`src/reg_file.hex`:
```
// r0 to r7, one 16-bit hex word per line
0000
0001
0002
0003
0010
0020
00FF
8000

```
`src/isa_pkg.sv`:
```
package isa_pkg;

    typedef logic [15:0] word_t;                // Data or instruction word
    typedef logic [15:0] addr_t;                // Instruction address
    typedef logic [2:0]  reg_idx_t;             // Register number, r0 to r7
    typedef logic [4:0]  imm_t;                 // Raw immediate field

    typedef enum logic [3:0] {
        OP_NOP  = 4'h0,                         // No operation
        OP_ADD  = 4'h1,
        OP_SUB  = 4'h2,
        OP_AND  = 4'h3,
        OP_OR   = 4'h4,
        OP_XOR  = 4'h5,
        OP_SHL  = 4'h6,                         // Shift by low 4 bits of op2
        OP_SHR  = 4'h7,                         // Logical shift right
        OP_BRNZ = 4'hC                          // Branch if rs1 nonzero
    } opcode_t;

    // Instruction field positions
    localparam int OPC_HI       = 15;
    localparam int OPC_LO       = 12;
    localparam int IMM_FLAG_BIT = 11;           // Set when op2 is the immediate
    localparam int RD_HI        = 10;
    localparam int RD_LO        = 8;
    localparam int RS1_HI       = 7;
    localparam int RS1_LO       = 5;
    localparam int RS2_HI       = 4;
    localparam int RS2_LO       = 2;
    localparam int IMM_HI       = 4;            // Overlaps rs2
    localparam int IMM_LO       = 0;

    // ALU opcodes are the only ones that write rd
    function automatic logic writes_rd(opcode_t op);
        return op inside {OP_ADD, OP_SUB, OP_AND, OP_OR, OP_XOR, OP_SHL, OP_SHR};
    endfunction

endpackage

```
`src/core_pkg.sv`:
```
package core_pkg;

    // First fetch address after reset
    localparam isa_pkg::addr_t RESET_PC = 16'h0000;

    // Byte step per instruction, also the branch offset scale
    localparam isa_pkg::addr_t PC_STEP = 16'd4;

    // All-zero word decodes as NOP, used for bubbles
    localparam isa_pkg::word_t NOP_WORD = 16'h0000;

    // Shift amount taken from low bits of op2
    localparam int SHAMT_BITS = 4;

    // Instruction memory handshake states
    typedef enum logic [1:0] {
        F_IDLE,                                 // No request, ack seen low
        F_REQ,                                  // req high, waiting for ack
        F_WAIT_ACK_LOW                          // req dropped, waiting for ack low
    } fetch_state_t;

endpackage

```
`src/reg_file.sv`:
```
module reg_file
    import isa_pkg::*;
(
    input  logic     clk,
    input  reg_idx_t rs1_idx,                   // Read port 1 index
    input  reg_idx_t rs2_idx,                   // Read port 2 index
    input  logic     wb_valid,                  // Write enable from writeback
    input  reg_idx_t wb_rd,                     // Write index
    input  word_t    wb_data,                   // Write value
    output word_t    rs1_data,
    output word_t    rs2_data
);

    word_t regs [0:7];                          // Eight general registers

    // Power-up contents come from the data file
    initial begin
        $readmemh("/design/src/reg_file.hex", regs);
    end

    always_ff @(posedge clk) begin
        if (wb_valid) begin
            regs[wb_rd] <= wb_data;             // Single write port
        end
    end

    // Same-cycle write shows up on the read ports
    assign rs1_data = (wb_valid && (wb_rd == rs1_idx)) ? wb_data : regs[rs1_idx];
    assign rs2_data = (wb_valid && (wb_rd == rs2_idx)) ? wb_data : regs[rs2_idx];

endmodule

```
`src/fetch_unit.sv`:
```
module fetch_unit
    import isa_pkg::*;
    import core_pkg::*;
(
    input  logic  clk,
    input  logic  reset,
    input  logic  imem_ack,                     // Memory handshake ack
    input  word_t imem_data,                    // Valid while ack high
    input  logic  stall,                        // Decode holds the buffer
    input  logic  is_branch_taken,              // Redirect from execute
    input  addr_t redirect_pc,
    output logic  imem_req,
    output addr_t imem_addr,                    // Held while req high
    output logic  instr_valid,                  // Buffer full
    output word_t instr,
    output addr_t instr_pc
);

    fetch_state_t state;
    addr_t        pc;                           // Next address to request
    logic         discard;                      // In-flight word is stale
    logic         buf_free;                     // Buffer empty or emptying
    logic         start_req;
    logic         capture;                      // Load buffer this cycle

    assign buf_free  = !instr_valid || !stall || is_branch_taken;
    assign start_req = (state != F_REQ) && !imem_ack && buf_free;
    // A redirect in the ack cycle drops the word as well
    assign capture   = (state == F_REQ) && imem_ack && !discard && !is_branch_taken;

    always_ff @(posedge clk or posedge reset) begin
        if (reset) begin
            state     <= F_IDLE;
            imem_req  <= 1'b0;
            imem_addr <= RESET_PC;
            pc        <= RESET_PC;
            discard   <= 1'b0;
        end else begin
            case (state)
                F_REQ: begin
                    if (imem_ack) begin
                        imem_req <= 1'b0;       // Step 3, data taken
                        discard  <= 1'b0;
                        state    <= F_WAIT_ACK_LOW;
                    end else if (is_branch_taken) begin
                        discard  <= 1'b1;       // Finish handshake, drop word
                    end
                end
                default: begin
                    if (start_req) begin
                        imem_req  <= 1'b1;
                        imem_addr <= is_branch_taken ? redirect_pc : pc;
                        state     <= F_REQ;
                    end else if (!imem_ack) begin
                        state     <= F_IDLE;    // Ack low, buffer still busy
                    end
                end
            endcase
            if (is_branch_taken) begin
                pc <= redirect_pc;
            end else if (capture) begin
                pc <= pc + PC_STEP;             // Sequential fetch
            end
        end
    end

    // Buffer occupancy, flush wins over load
    always_ff @(posedge clk or posedge reset) begin
        if (reset) begin
            instr_valid <= 1'b0;
        end else if (is_branch_taken) begin
            instr_valid <= 1'b0;
        end else if (capture) begin
            instr_valid <= 1'b1;
        end else if (!stall) begin
            instr_valid <= 1'b0;                // Taken by decode
        end
    end

    always_ff @(posedge clk) begin
        if (capture) begin
            instr    <= imem_data;
            instr_pc <= imem_addr;
        end
    end

endmodule

```
`src/decode_unit.sv`:
```
module decode_unit
    import isa_pkg::*;
    import core_pkg::*;
(
    input  logic     clk,
    input  logic     reset,
    input  logic     instr_valid,               // Fetch buffer full
    input  word_t    instr,
    input  addr_t    instr_pc,
    input  logic     is_branch_taken,           // Flush request
    input  word_t    rs1_data,                  // From register file
    input  word_t    rs2_data,
    output reg_idx_t rs1_idx,
    output reg_idx_t rs2_idx,
    output logic     stall,                     // Hold fetch buffer
    output logic     id_valid,
    output opcode_t  opcode,
    output logic     imm_flag,
    output imm_t     imm,
    output reg_idx_t rd,
    output word_t    op1,
    output word_t    op2,
    output word_t    branch_target,             // Scaled offset, added in execute
    output addr_t    id_pc
);

    opcode_t in_opcode;                         // Opcode of buffered word
    logic    in_imm_flag;
    logic    hazard_rs1;
    logic    hazard_rs2;
    logic    take;                              // Buffer word enters decode
    word_t   dec_word;                          // Word or bubble being decoded
    opcode_t dec_opcode;
    logic    dec_imm_flag;
    imm_t    dec_imm;
    word_t   branch_off;

    // Register reads use the raw buffer fields
    assign in_opcode   = opcode_t'(instr[OPC_HI:OPC_LO]);
    assign in_imm_flag = instr[IMM_FLAG_BIT];
    assign rs1_idx     = instr[RS1_HI:RS1_LO];
    assign rs2_idx     = instr[RS2_HI:RS2_LO];

    // RAW check against the output stage only
    assign hazard_rs1 = (writes_rd(in_opcode) || (in_opcode == OP_BRNZ)) && (rs1_idx == rd);
    assign hazard_rs2 = writes_rd(in_opcode) && !in_imm_flag && (rs2_idx == rd);
    // Older results are covered by the register file bypass
    assign stall      = instr_valid && id_valid && writes_rd(opcode)
                        && (hazard_rs1 || hazard_rs2);

    assign take = instr_valid && !stall && !is_branch_taken;

    // Flush over stall over empty buffer
    always_comb begin
        if (is_branch_taken) begin
            dec_word = NOP_WORD;                // Kill wrong-path word
        end else if (stall) begin
            dec_word = NOP_WORD;                // Bubble until writeback
        end else if (instr_valid) begin
            dec_word = instr;
        end else begin
            dec_word = NOP_WORD;
        end
    end

    assign dec_opcode   = opcode_t'(dec_word[OPC_HI:OPC_LO]);
    assign dec_imm_flag = dec_word[IMM_FLAG_BIT];
    assign dec_imm      = dec_word[IMM_HI:IMM_LO];
    // Sign extend, then scale to bytes
    assign branch_off   = {{11{dec_imm[4]}}, dec_imm} * PC_STEP;

    always_ff @(posedge clk or posedge reset) begin
        if (reset) begin
            id_valid <= 1'b0;
            opcode   <= OP_NOP;
            imm_flag <= 1'b0;
            rd       <= '0;
        end else begin
            id_valid <= take;
            opcode   <= dec_opcode;
            imm_flag <= dec_imm_flag;
            rd       <= dec_word[RD_HI:RD_LO];
        end
    end

    always_ff @(posedge clk) begin
        imm           <= dec_imm;
        op1           <= rs1_data;
        op2           <= dec_imm_flag ? {11'b0, dec_imm} : rs2_data;    // Zero-extended imm
        branch_target <= (dec_opcode == OP_BRNZ) ? branch_off : '0;
        id_pc         <= instr_pc;
    end

endmodule

```
`src/execute_unit.sv`:
```
module execute_unit
    import isa_pkg::*;
    import core_pkg::*;
(
    input  logic     clk,
    input  logic     reset,
    input  logic     id_valid,                  // Decode output holds an instruction
    input  opcode_t  opcode,
    input  reg_idx_t rd,
    input  word_t    op1,                       // rs1 value
    input  word_t    op2,                       // rs2 value or immediate
    input  word_t    branch_target,             // Byte offset from decode
    input  addr_t    id_pc,
    output logic     is_branch_taken,           // One cycle per taken branch
    output addr_t    redirect_pc,
    output logic     wb_valid,
    output reg_idx_t wb_rd,
    output word_t    wb_data
);

    word_t                 alu_result;
    logic                  do_write;            // Writing opcode in this slot
    logic [SHAMT_BITS-1:0] shamt;

    assign shamt = op2[SHAMT_BITS-1:0];

    always_comb begin
        case (opcode)
            OP_ADD: begin
                alu_result = op1 + op2;
            end
            OP_SUB: begin
                alu_result = op1 - op2;
            end
            OP_AND: begin
                alu_result = op1 & op2;
            end
            OP_OR: begin
                alu_result = op1 | op2;
            end
            OP_XOR: begin
                alu_result = op1 ^ op2;
            end
            OP_SHL: begin
                alu_result = op1 << shamt;
            end
            OP_SHR: begin
                alu_result = op1 >> shamt;      // Zero fill
            end
            default: begin
                alu_result = '0;                // NOP, branch, unused codes
            end
        endcase
    end

    assign do_write = id_valid && writes_rd(opcode);

    // Branch resolves while in decode output register
    assign is_branch_taken = id_valid && (opcode == OP_BRNZ) && (op1 != '0);
    assign redirect_pc     = id_pc + branch_target;

    always_ff @(posedge clk or posedge reset) begin
        if (reset) begin
            wb_valid <= 1'b0;
        end else begin
            wb_valid <= do_write;
        end
    end

    // Result held until the next writing instruction
    always_ff @(posedge clk) begin
        if (do_write) begin
            wb_rd   <= rd;
            wb_data <= alu_result;
        end
    end

endmodule

```
`src/core_top.sv`:
```
module core_top
    import isa_pkg::*;
(
    input  logic     clk,
    input  logic     reset,
    input  logic     imem_ack,
    input  word_t    imem_data,
    output logic     imem_req,
    output addr_t    imem_addr,
    output logic     wb_valid,                  // Also the register file write
    output reg_idx_t wb_rd,
    output word_t    wb_data
);

    // Fetch to decode
    logic     instr_valid;
    word_t    instr;
    addr_t    instr_pc;
    logic     stall;

    // Execute back to fetch and decode
    logic     is_branch_taken;
    addr_t    redirect_pc;

    // Register file read ports
    reg_idx_t rs1_idx;
    reg_idx_t rs2_idx;
    word_t    rs1_data;
    word_t    rs2_data;

    // Decode to execute
    logic     id_valid;
    opcode_t  opcode;
    reg_idx_t rd;
    word_t    op1;
    word_t    op2;
    word_t    branch_target;
    addr_t    id_pc;

    fetch_unit fetch0 (
        .clk             (clk),
        .reset           (reset),
        .imem_ack        (imem_ack),
        .imem_data       (imem_data),
        .stall           (stall),
        .is_branch_taken (is_branch_taken),
        .redirect_pc     (redirect_pc),
        .imem_req        (imem_req),
        .imem_addr       (imem_addr),
        .instr_valid     (instr_valid),
        .instr           (instr),
        .instr_pc        (instr_pc)
    );

    // imm and imm_flag are already folded into op2
    decode_unit decode0 (
        .clk             (clk),
        .reset           (reset),
        .instr_valid     (instr_valid),
        .instr           (instr),
        .instr_pc        (instr_pc),
        .is_branch_taken (is_branch_taken),
        .rs1_data        (rs1_data),
        .rs2_data        (rs2_data),
        .rs1_idx         (rs1_idx),
        .rs2_idx         (rs2_idx),
        .stall           (stall),
        .id_valid        (id_valid),
        .opcode          (opcode),
        .imm_flag        (),
        .imm             (),
        .rd              (rd),
        .op1             (op1),
        .op2             (op2),
        .branch_target   (branch_target),
        .id_pc           (id_pc)
    );

    reg_file regs0 (
        .clk             (clk),
        .rs1_idx         (rs1_idx),
        .rs2_idx         (rs2_idx),
        .wb_valid        (wb_valid),
        .wb_rd           (wb_rd),
        .wb_data         (wb_data),
        .rs1_data        (rs1_data),
        .rs2_data        (rs2_data)
    );

    execute_unit execute0 (
        .clk             (clk),
        .reset           (reset),
        .id_valid        (id_valid),
        .opcode          (opcode),
        .rd              (rd),
        .op1             (op1),
        .op2             (op2),
        .branch_target   (branch_target),
        .id_pc           (id_pc),
        .is_branch_taken (is_branch_taken),
        .redirect_pc     (redirect_pc),
        .wb_valid        (wb_valid),
        .wb_rd           (wb_rd),
        .wb_data         (wb_data)
    );

endmodule

```
`config.mk`:
```
export PLATFORM = sky130hd
export DESIGN_NAME = core_top
export DESIGN_NICKNAME = d
export VERILOG_FILES = /design/src/isa_pkg.sv /design/src/core_pkg.sv /design/src/reg_file.sv /design/src/fetch_unit.sv /design/src/decode_unit.sv /design/src/execute_unit.sv /design/src/core_top.sv
export SDC_FILE = /design/constraint.sdc
export NUM_CORES = 1
export LEC_CHECK = 0
export ABC_AREA = 1
export ABC_CLOCK_PERIOD_IN_PS = 7100
export CORE_AREA = 3 3 234 236
export CTS_BUF_LIST = sky130_fd_sc_hd__clkbuf_2
export DETAILED_ROUTE_END_ITERATION = 6
export DIE_AREA = 0 0 237 239
export DONT_BUFFER_PORTS = 1
export GPL_TIMING_DRIVEN = 0
export HOLD_SLACK_MARGIN = 0.1
export PLACE_DENSITY = 0.47
export SLEW_MARGIN = 20
export SYNTH_ARGS = -nofsm -noshare
export SYNTH_HDL_FRONTEND = slang
export SYNTH_SLANG_ARGS = --single-unit
```
`constraint.sdc`:
```
create_clock -name clk -period 7.1 [get_ports clk]
set_input_delay 0.355 -clock clk [delete_from_list [all_inputs] [get_ports clk]]
set_output_delay 0.355 -clock clk [all_outputs]
set_load 0.01 [all_outputs]
```
==> impl_results.md, run 1 <==
* Status: finished clean
* Die Wd at 237 µm
* Die area at 56600 µm²
* Drt drc at 0
* Commonest non-fill, non-tap cell in the layout: nand2_1
* GRT Util Overall at 20.5%
* Crit path launch: decode0.op2[0]
* # fillers at 5609
* Slew Limit Fails at 0
* Multi-input logic area at 7070 µm²
* H-tree depth at 3
* Post-DRT Antenna Nets at 0
* FF+latch count, synth at 268
* Detailed-route wire length per cell at 20.4 µm
* WP data required at 7.81 ns
* Die Y at 239 µm
* Skew final at 0.117 ns
* Starting Density at 30.0%
* Initial antenna violation count at 1
* Worst Hold End: fetch0.discard
* Worst-skew pair later-pin latency at 1.02 ns
* Clk buf depth at 3
* Pwr dens at 321 nW/µm²
* Register area at 7390 µm²
* Setup TNS at 0 ns
* # rows at 84
* Setup WS post-layout at 2.28 ns
* Post-Syn Instances at 2003
* Cell Area, Synth at 15800 µm²
* Max cap viols at 0
* Synth unique cells at 45
* CP startpoint kind: flip-flop
* Synth Area per Inst at 7.88 µm²
* Clk slew on worst S/H paths at 0.10 ns
* IR drop worst, VDD at 0.147 mV
* Routed wire length at 58.6 mm
* Measured slew at the worst slew-check pin at 0.981 ns
* CTS tree: yes
* Final Hold Viols at 0
* Root buffer cell: clkbuf_2
* Initial DRT Pass Iterations at 6
* Vias at 14600
* Nets at 2205
* Max Clock Freq at 208 MHz
* Core Box Area at 52700 µm²
* Hold Crit Start: imem_ack
* Mapped Nets at 2089
* P&R area growth vs syn at 12.9%
* First-pass GRT wire length at 87.6 mm
* Most frequent cells in the layout: nand2_1, nand3_1, inv_1, edfxtp_1, a21oi_1
* Worst setup EP type: flip-flop
* Port Buf Inserts at 0
* Via-per-instance ratio at 5.09
* Dpl ws at 2.46 ns
* RePlAce Congestion at 0.899
* Buffer count from post-CTS setup fixing at 0
* Ys Warns at 0
* Share of layout cells above drive strength 1 at 8.30%
* I/O Pins at 56
* HPWL after DPL at 41.3 mm
* Iteration-0 DRC Markers at 1488
* Grt total ovfl at 0
* Min-Delay Path Class: primary input to flip-flop
* CTS sink count at 268
* Period utilization at 67.8%
* Reg2Reg Depth at 19
* Hold path cells at 4
* R2r startpoint: decode0.op2[0]
* Tmin final at 4.82 ns
* Worst reg-to-reg setup slack at 2.28 ns
* CP arrival at 5.52 ns
* Worst slew margin at 34.3%
* RSZ-0062 raised after global routing: no
* Num CTS Buffers at 74
* CP Max Fanout at 12
* Largest net degree at the start of global routing at 47
* Final Total Pwr at 5730 µW
* Final setup viols at 0
* P_leak at 0.00836 µW
* Setup Crit Path Kind: flip-flop to flip-flop
* RR Endpoint: execute0.wb_data[15]
* Minimum hold slack at 0.225 ns
* Post-synthesis sequential area ratio at 46.8%
* Vias in the first global route at 14600
-- synthesized netlist by cell type (all sizes together) --
library cell | n | area (µm²)
clkbuf | 50 | 188
o2111ai | 2 | 17.5
and2 | 2 | 12.5
clkinv | 2 | 7.51
nand4 | 13 | 87.6
or2 | 6 | 37.5
o31ai | 2 | 15.0
nor3b | 1 | 7.51
xor2 | 33 | 289
buf | 31 | 213
ha | 65 | 813
nor3 | 10 | 50.1
nand3b | 6 | 45.0
fa | 2 | 40.0
inv | 262 | 986
a221oi | 12 | 105
o311ai | 4 | 35.0
a211oi | 2 | 15.0
a21oi | 117 | 586
nand2 | 564 | 2160
o21a | 1 | 7.51
o21bai | 4 | 30.0
edfxtp | 179 | 5380
a31oi | 5 | 31.3
a21o | 1 | 7.51
nor2 | 117 | 442
nand3 | 285 | 1430
o21ai | 116 | 581
a21boi | 2 | 15.0
dfxtp | 43 | 861
o211ai | 10 | 75.1
xnor2 | 8 | 70.1
dfrtp | 46 | 1150
-- critical path: stages, from the launching register on --
cell,delay [ns]
dfxtp_1,0.36
clkbuf_1,0.31
inv_1,0.37
clkbuf_1,0.59
ha_1,0.28
nand2_1,0.09
nor3_1,0.30
nand3_1,0.20
nor3_1,0.27
a31oi_1,0.14
xor2_1,0.19
ha_1,0.34
inv_1,0.13
o21bai_1,0.12
a21oi_1,0.15
o21ai_0,0.10
a21oi_1,0.21
nand3_1,0.12
nand3_1,0.10
nand4_1,0.15
-- cell families after synthesis --
kind of cell | synth area share [%]
fa+ha+maj | 5.41
xor+xnor | 2.28
simple gates | 27.1
compound gates | 9.63
buf+inv | 8.83
flops | 46.8
-- how the worst max path moves through the flow --
stage / to / slack [ns] / depth (start not counted)
6_report: execute0.wb_data[15] / 2.28 / 19
5_1_grt: execute0.wb_data[15] / 2.05 / 20
4_1_cts: execute0.wb_data[15] / 2.40 / 19
3_5_place_dp: execute0.wb_data[15] / 2.46 / 19
3_3_place_gp: execute0.wb_data[15] / 2.39 / 19
2_1_floorplan: execute0.wb_data[14] / 3.75 / 18
-- per-stage QoR --
| stage | instances | utilization, % | instance area, µm² |
|---|---|---|---|
| after CTS | 2868 | 33.8 | 17800 |
| after detailed placement | 2692 | 31.8 | 16700 |
| after floorplan | 2003 | - | 15800 |
| after global routing | 2869 | 33.8 | 17800 |
| final | 2869 | 33.8 | 17800 |
| after global placement | 2691 | 31.6 | 16600 |
-- power breakdown --
part / total [µW] / switching (µW) / leakage [µW] / internal [µW]
Sequential: 2030 / 178 / 0.00261 / 1850
Combinational: 2570 / 1810 / 0.00522 / 754
Clock: 1130 / 703 / 0.000530 / 427
-- flip-flops by register name (all words and copies together) (netlist names), named ones only --
signal and count:
decode0.id_valid 1, regs0.regs 128, execute0.wb_data 16, fetch0.instr_pc 16, decode0.id_pc 16, decode0.op2 16, decode0.rd 3, fetch0.imem_addr 16
fetch0.pc 16, execute0.wb_valid 1, fetch0.discard 1, fetch0.instr 16, fetch0.state 2, decode0.opcode 4, fetch0.imem_req 1, execute0.wb_rd 3
fetch0.instr_valid 1, decode0.branch_target 5
-- timing repair --
item,4_1_cts,5_1_grt
resized for setup,0,0
endpoints found under the hold margin,85,0
hold buffers,39,0
-- metal layers --
metal  share of wire, %  GRT usage (%)  up-vias
met1                 43           26.6     6870
li1                   -              -     6903
met4                3.2           7.81        0
met3                8.5           5.13      121
met5                  0              0        -
met2                 45           33.0      697
-- cell type report --
class / count / share of cell area [%]
Inverter: 264 / 5.59
Timing Repair Buffer: 40 / 2.44
Antenna cell: 1 / 0.0140
Buffer: 81 / 2.25
Clock buffer: 113 / 3.17
Multi-Input combinational cell: 1390 / 39.7
Clock inverter: 24 / 0.555
Sequential cell: 268 / 41.5
Tap cell: 688 / 4.83
(Power assumes the default switching activity.)
==> run 2: changes to the inputs <==
ABC_CLOCK_PERIOD_IN_PS = 4360   (was 7100)
PLACE_DENSITY = 0.49   (was 0.47)
clock period = 4.36 ns   (was 7.1 ns; I/O delays follow)
==> run 2 against run 1 <==
Worst setup slack got worse by 2.0 ns. Design area increased by 0.79%. Critical path depth decreased by 2. Power increased by 65%. Largest cell class unchanged. Clock-buffer cell count decreased by 1. Worst hold slack improved by 0.10 ns. Sequential power increased by 62%. Fmax increased by 17%. Critical path type unchanged. Clock power increased by 67%. Core utilization increased by 0.27 points. Sequential share of layout area decreased by 0.32 points. Final cell count increased by 0.28%.
==> impl_results.md, run 2 (same netlist as run 1, synthesis figures left out) <==
* RePlAce Congestion at 0.992 (was 0.899)
* Crit path depth at 17 (was 19)
* Worst setup EP type: flip-flop (unchanged)
* Share of layout cells above drive strength 1 at 9.00% (was 8.30%)
* I/O Pins at 56 (unchanged)
* Worst Hold End: decode0.id_pc[14] (was fetch0.discard)
* Num CTS Buffers at 74 (unchanged)
* CP Max Fanout at 12 (unchanged)
* Initial antenna violation count at 2 (was 1)
* Via-per-instance ratio at 5.14 (was 5.09)
* P_leak at 0.00841 µW (was 0.00836 µW)
* Slew Limit Fails at 0 (unchanged)
* Critical-path top delay cell: dfxtp_1 (was clkbuf_1)
* Largest net degree at the start of global routing at 37 (was 47)
* Min-Delay Path Class: flip-flop to flip-flop (was primary input to flip-flop)
* Crit-path cells: clkbuf_4 -> clkinvlp_4 -> clkbuf_2 -> ha_1 -> nand2_1 -> nor3_1 -> or2_2 -> xor2_1 -> inv_1 -> ha_1 -> a21oi_1 -> a21boi_1 -> nand2_1 -> a21oi_1 -> nand3_1 -> nand3_1 -> nand4_1 (was clkbuf_1 -> inv_1 -> clkbuf_1 -> ha_1 -> nand2_1 -> nor3_1 -> nand3_1 -> nor3_1 -> a31oi_1 -> xor2_1 -> ha_1 -> inv_1 -> o21bai_1 -> a21oi_1 -> o21ai_0 -> a21oi_1 -> nand3_1 -> nand3_1 -> nand4_1)
* Period utilization at 94.4% (was 67.8%)
* Top reg by flops: regs0.regs (unchanged)
* Commonest non-fill, non-tap cell in the layout: nand2_1 (unchanged)
* # rows at 84 (unchanged)
* H-tree depth at 3 (unchanged)
* WP data required at 5.01 ns (was 7.81 ns)
* Status: finished clean (unchanged)
* CTS sink count at 268 (unchanged)
* IR drop worst, VDD at 0.246 mV (was 0.147 mV)
* Final Hold Viols at 0 (unchanged)
* CP arrival at 4.77 ns (was 5.52 ns)
* Setup Crit Path Kind: flip-flop to flip-flop (unchanged)
* Clk buf depth at 3 (unchanged)
* Final setup viols at 0 (unchanged)
* P&R area growth vs syn at 13.8% (was 12.9%)
* Final Total Pwr at 9440 µW (was 5730 µW)
* RR Endpoint: execute0.wb_data[15] (unchanged)
* Port Buf Inserts at 0 (unchanged)
* Post-DRT Antenna Nets at 0 (unchanged)
* RSZ-0062 raised after global routing: no (unchanged)
* Worst-skew pair later-pin latency at 0.99 ns (was 1.02 ns)
* Max incr delay on CP at 0.40 ns (was 0.59 ns)
* WP buf/inv at 4 (unchanged)
* Vias in the first global route at 14600 (about the same)
* Die area at 56600 µm² (unchanged)
* HPWL after DPL at 42.0 mm (was 41.3 mm)
* Worst reg-to-reg setup slack at 0.24 ns (was 2.28 ns)
* Measured slew at the worst slew-check pin at 0.924 ns (was 0.981 ns)
* Detailed-route wire length per cell at 20.5 µm (was 20.4 µm)
* Inst Count DP at 2695 (was 2692)
* Max Clock Freq at 243 MHz (was 208 MHz)
* CP top delay family: simple AND/OR/NAND/NOR gates (was buffers and inverters)
* Initial DRT Pass Iterations at 6 (unchanged)
* Clk slew on worst S/H paths at 0.10 ns (about the same)
* Fin util at 34.1% (was 33.8%)
* Iteration-0 DRC Markers at 1408 (was 1488)
* Max reg flops at 128 (unchanged)
* First-pass GRT wire length at 88.3 mm (was 87.6 mm)
* CTS tree: yes (unchanged)
* Die Wd at 237 µm (unchanged)
* Tmin final at 4.12 ns (was 4.82 ns)
* Setup TNS at 0 ns (unchanged)
* Starting Density at 30.0% (unchanged)
* Die Y at 239 µm (unchanged)
* Drt drc at 0 (unchanged)
* Most frequent cells in the layout: nand2_1, nand3_1, inv_1, edfxtp_1, a21oi_1 (unchanged)
* Grt total ovfl at 0 (unchanged)
* Hold path cells at 0 (was 4)
* GRT Util Overall at 20.5% (about the same)
* Worst slew margin at 38.2% (was 34.3%)
* Core Box Area at 52700 µm² (unchanged)
* Max cap viols at 0 (unchanged)
* CP startpoint kind: flip-flop (unchanged)
* Skew final at 0.0803 ns (was 0.117 ns)
* Final non-filler cell total at 2877 (was 2869)
* Hold Crit Start: fetch0.instr_pc[14] (was imem_ack)
* Nets at 2216 (was 2205)
* R2r startpoint: decode0.op2[0] (unchanged)
* Reg2Reg Depth at 17 (was 19)
* Root buffer cell: clkbuf_2 (unchanged)
* Vias at 14800 (was 14600)
* Routed wire length at 59.0 mm (was 58.6 mm)
* Pwr dens at 526 nW/µm² (was 321 nW/µm²)
run 2: metal layers:
metal	GRT usage, %	vias up	wire, µm
li1	-	6930	-
met1	26.6	7060	25200
met3	5.45	126	5120
met4	7.92	2	1940
met5	0	-	13
met2	32.6	663	26800
run 2: cell type report:
cell class                      count  area, µm²
Buffer                             80        402
Multi-Input combinational cell   1390       7070
Fill cell                        5621      34700
Clock inverter                     22        140
Clock buffer                      112        561
Tap cell                          688        861
Antenna cell                        1       2.50
Inverter                          264       1000
Sequential cell                   268       7390
Timing Repair Buffer               52        526
run 2: power breakdown:
group	switching, µW	internal [µW]
registers	279	3010
clock network	1140	755
logic	2970	1280
total	4390	5050
run 2: how the worst max path moves through the flow:
| stage | startpoint | end | slack [ns] |
|---|---|---|---|
| global route | decode0.op2[0] | execute0.wb_data[15] | 0.05 |
| global placement | decode0.op2[0] | execute0.wb_data[15] | -0.25 |
| CTS | decode0.op2[1] | execute0.wb_data[15] | 0.07 |
| floorplan | decode0.op2[0] | execute0.wb_data[14] | 1.01 |
| detailed placement | decode0.op2[0] | execute0.wb_data[15] | -0.26 |
| finish | decode0.op2[0] | execute0.wb_data[15] | 0.24 |
run 2: repair_timing:
item                       CTS  global route
hold buffers                39             1
gates cloned                 0             0
hold endpoints to repair    90            19
resized for setup            2            10
buffers inserted             0             8
setup endpoints to repair    5             7
run 2: stage by stage:
stage               setup WS (ns)  hold WS [ns]  instance area [µm²]
global placement           -0.253         0.317                16600
detailed placement         -0.263         0.150                16800
global route               0.0484         0.254                18000
finish                      0.243         0.324                18000
CTS                        0.0663         0.289                17900
floorplan                    1.01         0.317                15800
==> run 3: changes to the inputs <==
ABC_AREA = unset   (was 1)
CORE_AREA = 3 3 198 200   (was 3 3 234 236)
DIE_AREA = 0 0 201 203   (was 0 0 237 239)
PLACE_DENSITY = 0.57   (was 0.49)
==> run 3 against run 2 <==
First-iteration DRC count decreased by 21%. Combinational power shrank 18%. Critical path depth is 5 lower. Critical path type unchanged.
==> impl_results.md, run 3 <==
* RR Endpoint: fetch0.discard (was execute0.wb_data[15])
* Minimum hold slack at 0.294 ns (was 0.324 ns)
* Nets at 1416 (was 2216)
* Vias at 11000 (was 14800)
* Setup Crit Path Kind: flip-flop to flip-flop (unchanged)
* Post-Syn Instances at 1208 (was 2003)
* Die area at 40800 µm² (was 56600 µm²)
* Ys Warns at 0 (unchanged)
* Max reg flops at 128 (unchanged)
* Worst reg-to-reg setup slack at 0.13 ns (was 0.24 ns)
* Comb pwr share at 40.3% (was 45.1%)
* CP startpoint kind: flip-flop (unchanged)
* Max cap viols at 0 (unchanged)
* Slew Limit Fails at 0 (unchanged)
* Inst Count DP at 1727 (was 2695)
* Iteration-0 DRC Markers at 1116 (was 1408)
* Tmin final at 4.23 ns (was 4.12 ns)
* P_int at 5210 µW (was 5050 µW)
* Drt drc at 0 (unchanged)
* Hold Crit Start: fetch0.instr_pc[0] (was fetch0.instr_pc[14])
* Status: finished clean (unchanged)
* Synth Area per Inst at 12.4 µm² (was 7.88 µm²)
* FF+latch count, synth at 268 (unchanged)
* Most frequent cells in the layout: edfxtp_1, clkbuf_2, nor2_1, mux4_2, ha_1 (was nand2_1, nand3_1, inv_1, edfxtp_1, a21oi_1)
* H-tree depth at 3 (unchanged)
* Routed wire length at 44.3 mm (was 59.0 mm)
* WP data required at 5.12 ns (was 5.01 ns)
* CP arrival at 4.99 ns (was 4.77 ns)
* Core Box Area at 37600 µm² (was 52700 µm²)
* Yosys top cell area share at 36.0% (was 34.1%)
* Most common cell in the netlist: edfxtp_1 (was nand2_1)
* CTS sink count at 268 (unchanged)
* Crit-path cells: buf_6 -> buf_6 -> mux4_2 -> mux2i_2 -> nor4b_2 -> nand4_1 -> o21ai_2 -> buf_6 -> buf_6 -> nor2_1 -> a2bb2oi_1 -> dlygate4sd3_1 (was clkbuf_4 -> clkinvlp_4 -> clkbuf_2 -> ha_1 -> nand2_1 -> nor3_1 -> or2_2 -> xor2_1 -> inv_1 -> ha_1 -> a21oi_1 -> a21boi_1 -> nand2_1 -> a21oi_1 -> nand3_1 -> nand3_1 -> nand4_1)
* Measured slew at the worst slew-check pin at 0.978 ns (was 0.924 ns)
* P_leak at 0.00640 µW (was 0.00841 µW)
* Detailed-route wire length per cell at 23.4 µm (was 20.5 µm)
* Via-per-instance ratio at 5.78 (was 5.14)
* RePlAce Congestion at 0.906 (was 0.992)
* Post-synthesis sequential area ratio at 49.5% (was 46.8%)
* Port Buf Inserts at 0 (unchanged)
* Final Hold Viols at 0 (unchanged)
* Worst Hold End: decode0.id_pc[0] (was decode0.id_pc[14])
* Num CTS Buffers at 72 (was 74)
* CTS tree: yes (unchanged)
* Commonest non-fill, non-tap cell in the layout: edfxtp_1 (was nand2_1)
* P_sw at 3460 µW (was 4390 µW)
* Setup WS post-layout at 0.134 ns (was 0.243 ns)
* Min-Delay Path Class: flip-flop to flip-flop (unchanged)
* # rows at 71 (was 84)
* Post-DRT Antenna Nets at 0 (unchanged)
* I/O Pins at 56 (unchanged)
* Initial DRT Pass Iterations at 6 (unchanged)
* Final setup viols at 0 (unchanged)
* CP most frequent cell: buf_6
* CP Max Fanout at 10 (was 12)
* Worst setup EP type: flip-flop (unchanged)
* IR drop worst, VDD at 0.298 mV (was 0.246 mV)
* P&R area growth vs syn at 12.8% (was 13.8%)
* WP buf/inv at 5 (was 4)
* Clk slew on worst S/H paths at 0.09 ns (was 0.10 ns)
* Dominant synthesized flop cell: edfxtp_1 (unchanged)
* Hold path cells at 0 (unchanged)
* Critical-path top delay cell: mux2i_2 (was dfxtp_1)
* Final non-filler cell total at 1896 (was 2877)
* Die Wd at 201 µm (was 237 µm)
* Starting Density at 39.7% (was 30.0%)
* Share of layout cells above drive strength 1 at 20.7% (was 9.00%)
* FFs w/ async S/R, synth at 17.2% (unchanged)
* Worst slew margin at 34.8% (was 38.2%)
* Skew final at 0.114 ns (was 0.0803 ns)
* HPWL after DPL at 31.3 mm (was 42.0 mm)
* Max Clock Freq at 237 MHz (was 243 MHz)
* Initial antenna violation count at 2 (unchanged)
* Max incr delay on CP at 0.62 ns (was 0.40 ns)
* Fin util at 44.8% (was 34.1%)
* CP top delay family: buffers and inverters (was simple AND/OR/NAND/NOR gates)
* Worst-skew pair later-pin latency at 0.97 ns (was 0.99 ns)
* Reg2Reg Depth at 12 (was 17)
* Die Y at 203 µm (was 239 µm)
* Clk network pwr share at 20.5% (was 20.0%)
* Grt total ovfl at 0 (unchanged)
* Largest net degree at the start of global routing at 33 (was 37)
* Synth top area cells: edfxtp_1, mux4_2, dfrtp_1 (was edfxtp_1, nand2_1, nand3_1)
* Top reg by flops: regs0.regs (unchanged)
* Mapped Nets at 1294 (was 2089)
* Post-synth top cells: edfxtp_1, nor2_1, mux4_2, ha_1, nand2_1 (was nand2_1, nand3_1, inv_1, edfxtp_1, a21oi_1)
* Cell Area, Synth at 14900 µm² (was 15800 µm²)
* Synth unique cells at 79 (was 45)
* Dpl ws at -0.864 ns (was -0.263 ns)
* Flop pwr share at 39.3% (was 34.9%)
* RSZ-0062 raised after global routing: no (unchanged)
* EDFF count, synth at 179 (unchanged)
* First-pass GRT wire length at 68.1 mm (was 88.3 mm)
* Clk buf depth at 3 (unchanged)
* GRT Util Overall at 21.9% (was 20.5%)
* Vias in the first global route at 11200 (was 14600)
* Period utilization at 96.9% (was 94.4%)
* Sw frac at 39.9% (was 46.5%)
* Pwr dens at 514 nW/µm² (was 526 nW/µm²)
* Root buffer cell: clkbuf_2 (unchanged)
* Yosys top cell by area: edfxtp_1 (unchanged)
## run 3: cell count changes after synthesis, sizes merged, moves of 15 or more
cell | previous run | this run
nand2 | 564 | 61
mux2 | 0 | 21
nor3 | 10 | 25
o21ai | 116 | 35
a211oi | 2 | 25
mux4 | 0 | 70
xnor2 | 8 | 37
a21oi | 117 | 51
nand3 | 285 | 34
xor2 | 33 | 17
inv | 262 | 45
mux2i | 0 | 67
## run 3: what timing repair did
action | in CTS | in global routing
pin swaps | 0 | 1
setup buffers | 0 | 4
hold buffers | 37 | 0
cloned | 0 | 0
setup endpoints to repair | 44 | 26
resized for setup | 10 | 9
hold endpoints to repair | 78 | 0
## run 3: power by group through the flow
stage                     clock network, µW  registers (µW)  logic (µW)
after floorplan                           0            3340        2490
after global placement                    0            3460        3330
after detailed placement                  0            3460        3350
after CTS                              1840            3410        3410
after global routing                   1990            3450        3800
final                                  1770            3400        3490
## run 3: cell type report
| type | count | area [µm²] |
|---|---|---|
| fill | 3435 | 20700 |
| sequential | 268 | 7390 |
| multi-input combinational | 829 | 7170 |
| tap | 511 | 639 |
| clock buffer | 110 | 551 |
| timing repair buffer | 49 | 489 |
| buffer | 61 | 313 |
| inverter | 49 | 191 |
| clock inverter | 17 | 103 |
| antenna | 2 | 5.00 |
## run 3: per-layer routing
layer	vias up	global-route usage, %	part of all wire [%]	wire [µm]
met5	-	0	0	0
met1	5450	30.3	43	19200
met3	77	5.00	8.3	3670
met4	0	7.83	2.7	1210
li1	4939	-	-	-
met2	493	33.8	46	20200
## run 3: kinds of logic (layout without fill, tap and decap cells)
| kind of cell | count (synthesis) | count (layout) | share of synthesized area, % |
|---|---|---|---|
| buffers and inverters | 111 | 286 | 3.27 |
| adders and majority gates | 67 | 67 | 5.71 |
| and+or+nand+nor | 312 | 312 | 10.0 |
| AOI/OAI and AO/OA | 238 | 238 | 11.2 |
| muxes | 158 | 158 | 17.2 |
| xor gates and xnor gates | 54 | 54 | 3.17 |
| DFF | 268 | 268 | 49.5 |
| other | 0 | 2 | 0 |
## run 3: how the worst max path moves through the flow
stage,start,end,slack (ns),cells past startpoint
2_1_floorplan,decode0.op2[0],execute0.wb_data[13],0.34,16
3_3_place_gp,decode0.opcode[2],fetch0.imem_addr[10],-1.04,9
3_5_place_dp,decode0.op2[0],execute0.wb_data[13],-0.86,16
4_1_cts,flip-flop,fetch0.discard,0.01,12
5_1_grt,flip-flop,fetch0.discard,0.008,13
6_report,flip-flop,fetch0.discard,0.13,12
## run 3: stage by stage
| stage | cell area [µm²] | total power [µW] | setup TNS, ns |
|---|---|---|---|
| 4_1_cts | 16800 | 8650 | 0 |
| 3_5_place_dp | 15700 | 6810 | -7.53 |
| 5_1_grt | 16900 | 9240 | 0 |
| 3_3_place_gp | 15600 | 6790 | -53.35 |
| 6_report | 16900 | 8670 | 0 |
| 2_1_floorplan | 14900 | 5830 | 0 |
